$ cat config.mk
export PLATFORM = sky130hd
export DESIGN_NAME = warp_decode
export DESIGN_NICKNAME = d
export VERILOG_FILES = /design/src/rtl/warp_pkg.sv /design/src/rtl/warp_decode.sv /design/src/rtl/warp_imm_gen.sv /design/src/rtl/warp_skid.sv /design/src/rtl/warp_udecode.sv
export VERILOG_INCLUDE_DIRS = /design/src /design/src/rtl
export SDC_FILE = /design/constraint.sdc
export NUM_CORES = 1
export LEC_CHECK = 0
export BUFFER_PORTS_ARGS = -buffer_cell sky130_fd_sc_hd__buf_4
export CAP_MARGIN = 30
export CELL_PAD_IN_SITES_DETAIL_PLACEMENT = 1
export CELL_PAD_IN_SITES_GLOBAL_PLACEMENT = 1
export CORE_MARGIN = 8
export CORE_UTILIZATION = 47
export CTS_BUF_LIST = sky130_fd_sc_hd__clkbuf_2 sky130_fd_sc_hd__clkbuf_4 sky130_fd_sc_hd__clkbuf_8
export DETAILED_ROUTE_END_ITERATION = 7
export GPL_TIMING_DRIVEN = 0
export MAX_ROUTING_LAYER = met4
export PLACE_DENSITY = 0.8
export SETUP_SLACK_MARGIN = 0.1
export SLEW_MARGIN = 5
export SYNTH_ARGS = -nofsm -noshare
export SYNTH_HDL_FRONTEND = slang
export SYNTH_SLANG_ARGS = --single-unit
$ cat constraint.sdc
create_clock -name i_clk -period 11 [get_ports i_clk]
set_input_delay 0.55 -clock i_clk [delete_from_list [all_inputs] [get_ports i_clk]]
set_output_delay 0.55 -clock i_clk [all_outputs]
set_load 0.005 [all_outputs]
$ cat src/rtl/warp_settings.svh
`ifndef WARP_SETTINGS_SVH
`define WARP_SETTINGS_SVH

// instruction word width, uncompressed only
`define WARP_INST_W 32

// immediate width carried in the bundle
// the 64-bit sign extension happens later in the pipe
`define WARP_IMM_W 32

// architectural register index width
`define WARP_REG_ADDR_W 5

// instructions decoded per cycle
`define WARP_LANES 2

`endif

$ cat src/rtl/warp_pkg.sv
`include "warp_settings.svh"

package warp_pkg;

    // major opcode, taken from inst[6:2]
    typedef enum logic [4:0] {
        opc_load      = 5'b00000,
        opc_load_fp   = 5'b00001,
        opc_custom0   = 5'b00010,
        opc_misc_mem  = 5'b00011,
        opc_op_imm    = 5'b00100,
        opc_auipc     = 5'b00101,
        opc_op_imm_32 = 5'b00110,
        opc_store     = 5'b01000,
        opc_store_fp  = 5'b01001,
        opc_amo       = 5'b01011,
        opc_op        = 5'b01100,
        opc_lui       = 5'b01101,
        opc_op_32     = 5'b01110,
        opc_madd      = 5'b10000,
        opc_msub      = 5'b10001,
        opc_nmsub     = 5'b10010,
        opc_nmadd     = 5'b10011,
        opc_op_fp     = 5'b10100,
        opc_branch    = 5'b11000,
        opc_jalr      = 5'b11001,
        opc_jal       = 5'b11011,
        opc_system    = 5'b11100
    } major_opcode_e;

    // backend pipe that executes the instruction
    typedef enum logic [1:0] {
        pipe_none   = 2'd0,
        pipe_xarith = 2'd1,
        pipe_xlogic = 2'd2
    } pipe_e;

    typedef enum logic [0:0] {
        xarith_add = 1'b0,
        xarith_slt = 1'b1
    } xarith_op_e;

    // shf covers sll, srl and sra
    typedef enum logic [1:0] {
        xlogic_and = 2'd0,
        xlogic_or  = 2'd1,
        xlogic_xor = 2'd2,
        xlogic_shf = 2'd3
    } xlogic_op_e;

    typedef struct packed {
        logic [`WARP_REG_ADDR_W-1:0] rd;
        logic [`WARP_REG_ADDR_W-1:0] rs2;
        logic [`WARP_REG_ADDR_W-1:0] rs1;
    } raddr_t;

    typedef struct packed {
        xarith_op_e opsel;
        logic       sub;
        logic       unsigned_cmp;
        logic       word;
    } xarith_ctrl_t;

    typedef struct packed {
        xlogic_op_e opsel;
        logic       word;
    } xlogic_ctrl_t;

    // one decoded instruction, msb first
    typedef struct packed {
        logic                   legal;
        raddr_t                 raddr;
        logic [`WARP_IMM_W-1:0] imm;
        pipe_e                  pipe;
        logic                   op2_sel;
        xarith_ctrl_t           xarith;
        xlogic_ctrl_t           xlogic;
    } bundle_t;

endpackage

$ cat src/rtl/warp_decode.sv
`timescale 1ns/1ps

`include "warp_settings.svh"

module warp_decode (
    input  logic                    i_clk,
    input  logic                    i_rst_n,
    input  logic                    i_input_valid,
    output logic                    o_input_ready,
    input  logic [`WARP_INST_W-1:0] i_inst0,
    input  logic [`WARP_INST_W-1:0] i_inst1,
    output logic                    o_output_valid,
    input  logic                    i_output_ready,
    output warp_pkg::bundle_t       o_bundle0,
    output warp_pkg::bundle_t       o_bundle1
);
    import warp_pkg::*;

    // lane 0 is the older instruction of the pair
    bundle_t [`WARP_LANES-1:0] dec_bundles;
    bundle_t [`WARP_LANES-1:0] out_bundles;

    warp_udecode u_udecode0 (
        .i_inst  (i_inst0),
        .o_bundle(dec_bundles[0])
    );

    warp_udecode u_udecode1 (
        .i_inst  (i_inst1),
        .o_bundle(dec_bundles[1])
    );

    // absorbs issue stalls, both lanes move together
    warp_skid #(
        .DEPTH_LANES(`WARP_LANES)
    ) u_skid (
        .i_clk         (i_clk),
        .i_rst_n       (i_rst_n),
        .i_input_valid (i_input_valid),
        .o_input_ready (o_input_ready),
        .i_input_data  (dec_bundles),
        .o_output_valid(o_output_valid),
        .i_output_ready(i_output_ready),
        .o_output_data (out_bundles)
    );

    assign o_bundle0 = out_bundles[0];
    assign o_bundle1 = out_bundles[1];

endmodule

$ cat src/rtl/warp_imm_gen.sv
`timescale 1ns/1ps

`include "warp_settings.svh"

module warp_imm_gen (
    input  logic [`WARP_INST_W-1:0] i_inst,
    input  warp_pkg::major_opcode_e i_opcode,
    output logic [`WARP_IMM_W-1:0]  o_imm
);
    import warp_pkg::*;

    typedef enum logic [2:0] {
        fmt_r,
        fmt_i,
        fmt_s,
        fmt_b,
        fmt_u,
        fmt_j
    } imm_fmt_e;

    imm_fmt_e fmt;
    logic     sign;

    // every format takes its sign from bit 31
    assign sign = i_inst[31];

    // opcode to format
    always_comb begin
        case (i_opcode)
            opc_op_imm, opc_op_imm_32, opc_jalr, opc_load: fmt = fmt_i;
            opc_store:                                      fmt = fmt_s;
            opc_branch:                                     fmt = fmt_b;
            opc_lui, opc_auipc:                             fmt = fmt_u;
            opc_jal:                                        fmt = fmt_j;
            default:                                        fmt = fmt_r;
        endcase
    end

    always_comb begin
        case (fmt)
            fmt_i: o_imm = {{20{sign}}, i_inst[31:20]};
            fmt_s: o_imm = {{20{sign}}, i_inst[31:25], i_inst[11:7]};
            // branch offsets are halfword aligned
            fmt_b: o_imm = {{20{sign}}, i_inst[7], i_inst[30:25], i_inst[11:8], 1'b0};
            // upper immediate, low 12 bits clear
            fmt_u: o_imm = {i_inst[31:12], 12'b0};
            fmt_j: o_imm = {{12{sign}}, i_inst[19:12], i_inst[20], i_inst[30:21], 1'b0};
            // r format keeps funct7 bits in 11:5, low bits clear
            default: o_imm = {{21{sign}}, i_inst[30:25], 5'b0};
        endcase
    end

endmodule

$ cat src/rtl/warp_skid.sv
`timescale 1ns/1ps

`include "warp_settings.svh"

module warp_skid #(
    parameter int DEPTH_LANES = `WARP_LANES
) (
    input  logic                                i_clk,
    input  logic                                i_rst_n,
    input  logic                                i_input_valid,
    output logic                                o_input_ready,
    input  warp_pkg::bundle_t [DEPTH_LANES-1:0] i_input_data,
    output logic                                o_output_valid,
    input  logic                                i_output_ready,
    output warp_pkg::bundle_t [DEPTH_LANES-1:0] o_output_data
);
    import warp_pkg::*;

    // output stage and the spare entry behind it
    bundle_t [DEPTH_LANES-1:0] out_data;
    bundle_t [DEPTH_LANES-1:0] skid_data;
    logic                      out_valid;
    logic                      skid_valid;

    logic in_fire;
    logic out_load;

    // ready is purely registered, low only while the skid entry is full
    assign in_fire  = i_input_valid && !skid_valid;
    // output stage can take new data when empty or draining
    assign out_load = !out_valid || i_output_ready;

    always_ff @(posedge i_clk) begin
        if (i_rst_n) begin
            out_valid  <= 1'b0;
            skid_valid <= 1'b0;
        end else begin
            if (out_load) begin
                // skid entry is older, it goes first
                out_valid  <= skid_valid || in_fire;
                skid_valid <= 1'b0;
            end else if (in_fire) begin
                // output stalled, park the new pair
                skid_valid <= 1'b1;
            end
        end
    end

    always_ff @(posedge i_clk) begin
        if (out_load) begin
            if (skid_valid) begin
                out_data <= skid_data;
            end else if (in_fire) begin
                out_data <= i_input_data;
            end
        end
        if (!out_load && in_fire) begin
            skid_data <= i_input_data;
        end
    end

    assign o_input_ready  = !skid_valid;
    assign o_output_valid = out_valid;
    assign o_output_data  = out_data;

endmodule

$ cat src/rtl/warp_udecode.sv
`timescale 1ns/1ps

`include "warp_settings.svh"

module warp_udecode (
    input  logic [`WARP_INST_W-1:0] i_inst,
    output warp_pkg::bundle_t       o_bundle
);
    import warp_pkg::*;

    major_opcode_e               opcode;
    logic [2:0]                  funct3;
    logic [6:0]                  funct7;
    logic [`WARP_REG_ADDR_W-1:0] rd;
    logic [`WARP_REG_ADDR_W-1:0] rs1;
    logic [`WARP_REG_ADDR_W-1:0] rs2;
    logic [`WARP_IMM_W-1:0]      imm;

    // group flags
    logic reg_form;
    logic word_form;
    logic imm_64;

    // funct7 / shamt qualifiers
    logic f7_zero;
    logic f7_alt;
    logic shamt_zero;
    logic shamt_alt;
    logic sll_ok;
    logic srl_ok;

    // decoded controls, before the legality mask
    logic         legal;
    pipe_e        pipe;
    logic         op2_sel;
    xarith_ctrl_t xarith;
    xlogic_ctrl_t xlogic;

    // field slicing
    assign opcode = major_opcode_e'(i_inst[6:2]);
    assign rd     = i_inst[11:7];
    assign funct3 = i_inst[14:12];
    assign rs1    = i_inst[19:15];
    assign rs2    = i_inst[24:20];
    assign funct7 = i_inst[31:25];

    warp_imm_gen u_imm_gen (
        .i_inst  (i_inst),
        .i_opcode(opcode),
        .o_imm   (imm)
    );

    // register-register ops versus immediate ops
    assign reg_form  = (opcode == opc_op) || (opcode == opc_op_32);
    // the -w variants
    assign word_form = (opcode == opc_op_imm_32) || (opcode == opc_op_32);
    // 64-bit shift immediates borrow funct7 bit 25 for shamt[5]
    assign imm_64    = (opcode == opc_op_imm);

    assign f7_zero    = funct7 == 7'b0000000;
    assign f7_alt     = funct7 == 7'b0100000;
    assign shamt_zero = i_inst[31:26] == 6'b000000;
    assign shamt_alt  = i_inst[31:26] == 6'b010000;

    // sll only has the zero encoding, srl/sra also take the alt one
    assign sll_ok = imm_64 ? shamt_zero : f7_zero;
    assign srl_ok = imm_64 ? (shamt_zero || shamt_alt) : (f7_zero || f7_alt);

    always_comb begin
        legal   = 1'b0;
        pipe    = pipe_none;
        op2_sel = 1'b0;
        xarith  = '0;
        xlogic  = '0;

        case (opcode)
            // op-imm, op-imm-32, op, op-32 share the funct3 map
            opc_op_imm, opc_op_imm_32, opc_op, opc_op_32: begin
                case (funct3)
                    // add, sub, addi, addw, subw, addiw
                    3'b000: begin
                        legal        = reg_form ? (f7_zero || f7_alt) : 1'b1;
                        pipe         = pipe_xarith;
                        xarith.opsel = xarith_add;
                    end
                    // sll family
                    3'b001: begin
                        legal        = sll_ok;
                        pipe         = pipe_xlogic;
                        xlogic.opsel = xlogic_shf;
                    end
                    // slt, sltu and immediate forms, no -w variant
                    3'b010, 3'b011: begin
                        legal        = !word_form;
                        pipe         = pipe_xarith;
                        xarith.opsel = xarith_slt;
                    end
                    3'b100: begin
                        legal        = !word_form;
                        pipe         = pipe_xlogic;
                        xlogic.opsel = xlogic_xor;
                    end
                    // srl and sra, funct7[5] picks arithmetic
                    3'b101: begin
                        legal        = srl_ok;
                        pipe         = pipe_xlogic;
                        xlogic.opsel = xlogic_shf;
                    end
                    3'b110: begin
                        legal        = !word_form;
                        pipe         = pipe_xlogic;
                        xlogic.opsel = xlogic_or;
                    end
                    3'b111: begin
                        legal        = !word_form;
                        pipe         = pipe_xlogic;
                        xlogic.opsel = xlogic_and;
                    end
                    default: begin
                        legal = 1'b0;
                    end
                endcase

                // second operand is the immediate for i-type
                op2_sel             = !reg_form;
                xarith.sub          = reg_form && funct7[5];
                xarith.unsigned_cmp = !word_form && funct3[0];
                xarith.word         = word_form;
                xlogic.word         = word_form;
            end
            // lui adds to x0, auipc adds to pc
            opc_lui, opc_auipc: begin
                legal        = 1'b1;
                pipe         = pipe_xarith;
                op2_sel      = 1'b1;
                xarith.opsel = xarith_add;
            end
            default: begin
                legal = 1'b0;
            end
        endcase

        // illegal encodings issue nothing, only raddr and imm remain
        if (!legal) begin
            pipe    = pipe_none;
            op2_sel = 1'b0;
            xarith  = '0;
            xlogic  = '0;
        end
    end

    assign o_bundle = '{
        legal:   legal,
        raddr:   '{rd: rd, rs2: rs2, rs1: rs1},
        imm:     imm,
        pipe:    pipe,
        op2_sel: op2_sel,
        xarith:  xarith,
        xlogic:  xlogic
    };

endmodule

==> results.py <==
metrics = {
    "outcome": {
        "status": "finished, final reports clean",
    },
    "cells_and_area": {
        "seqCellArea_mm2": 0.00689,
        "antennaDiodeCount": 0,
        "fin_cells": 1136,
        "multiInputGateArea_mm2": 0.00248,
        "final_common_cell": "edfxtp_1",
        "final_cell_area_mm2": 0.0121,
        "num-fill-cells": 1916,
        "nets": 914,
        "final_cell_mix": "edfxtp_1, buf_4, mux2_2",
        "area_growth_pct": 26.0,
        "layout-drive-gt1-share": 0.423,
    },
    "placed_design": {
        "gp_congestion": 0.807,
        "dp_hpwl_um": 18000,
        "dpl_cell_area_mm2": 0.0114,
        "placed_cells": 1075,
        "port_buffers": 172,
    },
    "clock_tree": {
        "cts.sinks": 230,
        "cts_resized": 0,
        "clock_latency_ns": 0.53,
        "cts-root-buf": "clkbuf_8",
        "ctsLongestPathBuffers": 3,
        "post-cts-setup-buffer-count": 0,
        "cts_tree": "built",
        "cts_made_buffers": 39,
        "cts.htree.levels": 2,
        "path_clk_slew_ns": 0.05,
        "postCtsHoldBufs": 0,
    },
    "logic_synthesis": {
        "synth.largest_area_cell": "edfxtp_1",
        "postSynthCellCount": 618,
        "async_reset_ff_frac": 0,
        "dominantRegCellSynth": "edfxtp_1",
        "synth_top_area_share": 0.714,
        "synthAdderAreaFrac": 0,
        "synth_seq_area_share": 0.718,
        "synth-edff-count": 228,
        "synth-seq-cells": 230,
        "synth_xor_area_frac": 0.000913,
        "synth_mux_area_frac": 0.115,
        "yosys.area_share.simple": 0.0908,
        "syn-num-nets": 686,
        "synth.distinct_cells": 59,
        "yosys_warnings": 0,
        "netlist_area_mm2": 0.00959,
        "synth_top_family_by_area": "multiplexers",
        "syn_area_per_cell_um2": 15.5,
        "synthTopCellsByArea": "edfxtp_1, mux2_2, nand2_1, clkbuf_1, nor2_1",
        "synth-compound-area-share": 0.0513,
    },
    "drt": {
        "routed_via_density": 5.35,
        "routed_wl_um": 24900,
        "wl_per_cell_um": 21.9,
        "via_count": 6080,
        "ant_nets": 0,
        "first_iter_violations": 238,
        "remaining_drc_errors": 0,
        "drt-pass1-iter-count": 5,
    },
    "floorplanning": {
        "rows": 52,
        "die-width_um": 159,
        "start_util": 0.477,
        "chipHeight_um": 159,
        "dieArea_mm2": 0.0252,
        "ios": 186,
        "core_mm2": 0.0201,
    },
    "global_routing": {
        "met3_usage": 0.0633,
        "grt_pass1_vias": 6814,
        "busiest_layer": "met2",
        "grt_max_degree": 46,
        "antenna_found_initial": 0,
        "met2_usage": 0.328,
        "overflow": 0,
        "grt_pass1_wl_um": 38900,
        "grt_util_met1": 0.233,
        "grt_usage": 0.199,
    },
    "timing": {
        "fin_crit_ns": 2.92,
        "fin_skew_ns": 0.0214,
        "grt_setup_unrepaired": "no",
        "max_slew.worst_pin.slew_ns": 0.826,
        "timing.hold.ws_ns": 0.208,
        "max_freq_ghz": 0.343,
        "hold_viol_final": 0,
        "finalCritPeriodShare": 0.265,
        "drv_slew": 0,
        "max-slew-margin-rel": 0.449,
        "setup_viol": 0,
    },
    "power_and_ir_drop": {
        "p_leak_nw": 4.54,
        "peakVddDrop_mv": 0.0991,
        "p_per_area_mw_per_mm2": 159,
        "power_mw": 1.92,
    },
    "worst_setup_path": {
        "critPathKind": "reg2out",
        "crit_family": "buffers and inverters",
        "cpMostUsedCell": "clkbuf_1",
        "critPathSlowestCell": "clkbuf_1",
        "cp-end-kind": "primary output",
        "cp-start-kind": "flip-flop",
        "cp.arrival_ns": 2.37,
        "critPathMaxFanout": 10,
        "cp_slowest_stage_delay_ns": 0.57,
        "critPathRequiredTime_ns": 10.45,
        "path_buf_inv": 5,
        "rrSetupSlack_ns": 8.22,
        "crit_chain": "buf_6 > inv_2 > clkbuf_1 > clkbuf_1 > buf_4",
    },
    "worst_hold_path": {
        "min_path_type": "in2reg",
    },
    "job": {
        "drv_cap": 0,
    },
}
==> path summary, 6_finish.rpt <==
| path | startpoint | endpoint | cells past startpoint |
|---|---|---|---|
| setup / recovery | u_skid.skid_valid$_SDFFE_PP0P_ | o_input_ready | 5 |
| hold / removal | i_rst_n | u_skid.o_output_valid$_SDFFE_PP0P_ | 2 |
| setup reg to reg | u_skid.skid_valid$_SDFFE_PP0P_ | u_skid.skid_data[55]$_DFFE_PP_ | 7 |
| hold reg to reg | u_skid.skid_data[63]$_DFFE_PP_ | u_skid.o_output_data[63]$_DFFE_PP_ | 2 |
==> registers in the layout, indices dropped and copies added (netlist names) <==
| name | count |
|---|---|
| u_skid.skid_data | 114 |
| u_skid.o_output_data | 114 |
| u_skid.skid_valid | 1 |
| u_skid.o_output_valid | 1 |
==> synthesized netlist by cell type (4+ instances only) <==
master,number
and2_1,12
a22o_1,5
or3_1,4
a21oi_1,7
o41ai_1,6
nor2b_1,8
nand2b_1,4
nand2_1,95
mux2_2,96
buf_2,5
nor3b_1,5
edfxtp_1,228
nor2_1,22
o21ai_1,6
clkbuf_1,26
nor3_1,5
a21o_1,8
o31ai_1,9
==> where the power goes <==
part / switching (mW) / internal [mW] / leakage [nW]
combinational: 0.0948 / 0.0908 / 2.01
sequential: 0.0138 / 1.02 / 2.15
clock: 0.327 / 0.377 / 0.371
total: 0.435 / 1.48 / 4.54
==> cell type report <==
| cell class | instances | share of cell area |
|---|---|---|
| clock buffers | 52 | 0.0535 |
| multi-input cells | 342 | 0.206 |
| flip-flops and latches | 230 | 0.570 |
| well taps | 270 | 0.0279 |
| clock inverters | 9 | 0.00331 |
| plain buffers | 42 | 0.0180 |
| inverters | 4 | 0.00124 |
| repair buffers | 187 | 0.121 |
==> worst register-to-register path, stage by stage, from the launching register on <==
cell      delay, ns
dfxtp_1        0.31
buf_6          0.14
clkbuf_1       0.30
clkbuf_1       0.39
nor3b_2        0.70
buf_6          0.24
buf_4          0.22
buf_6          0.19
==> routing by layer <==
layer / vias up / routed length (um) / share of wire
met5: - / 0 / 0
met2: 178 / 12300 / 0.49
li1: 2791 / - / -
met4: 0 / 473 / 0.019
met1: 3068 / 10400 / 0.42
met3: 43 / 1720 / 0.069
==> cell families (layout without fill, tap and decap cells) <==
logic type | count (synthesis) | after routing
muxes | 98 | 98
AOI/OAI and AO/OA | 64 | 64
and+or+nand+nor | 179 | 179
DFF | 230 | 230
buffers and inverters | 46 | 294
xor gates and xnor gates | 1 | 1
==> through the flow <==
stage | worst slack (ns) | setup TNS (ns) | util
after global placement | -3.10 | -352.10 | 0.558
final | 8.08 | 0 | 0.601
after global routing | 7.89 | 0 | 0.601
after detailed placement | 8.13 | 0 | 0.567
after CTS | 7.98 | 0 | 0.601
after floorplan | 1.08 | 0 | -
(Power assumes the default switching activity.)
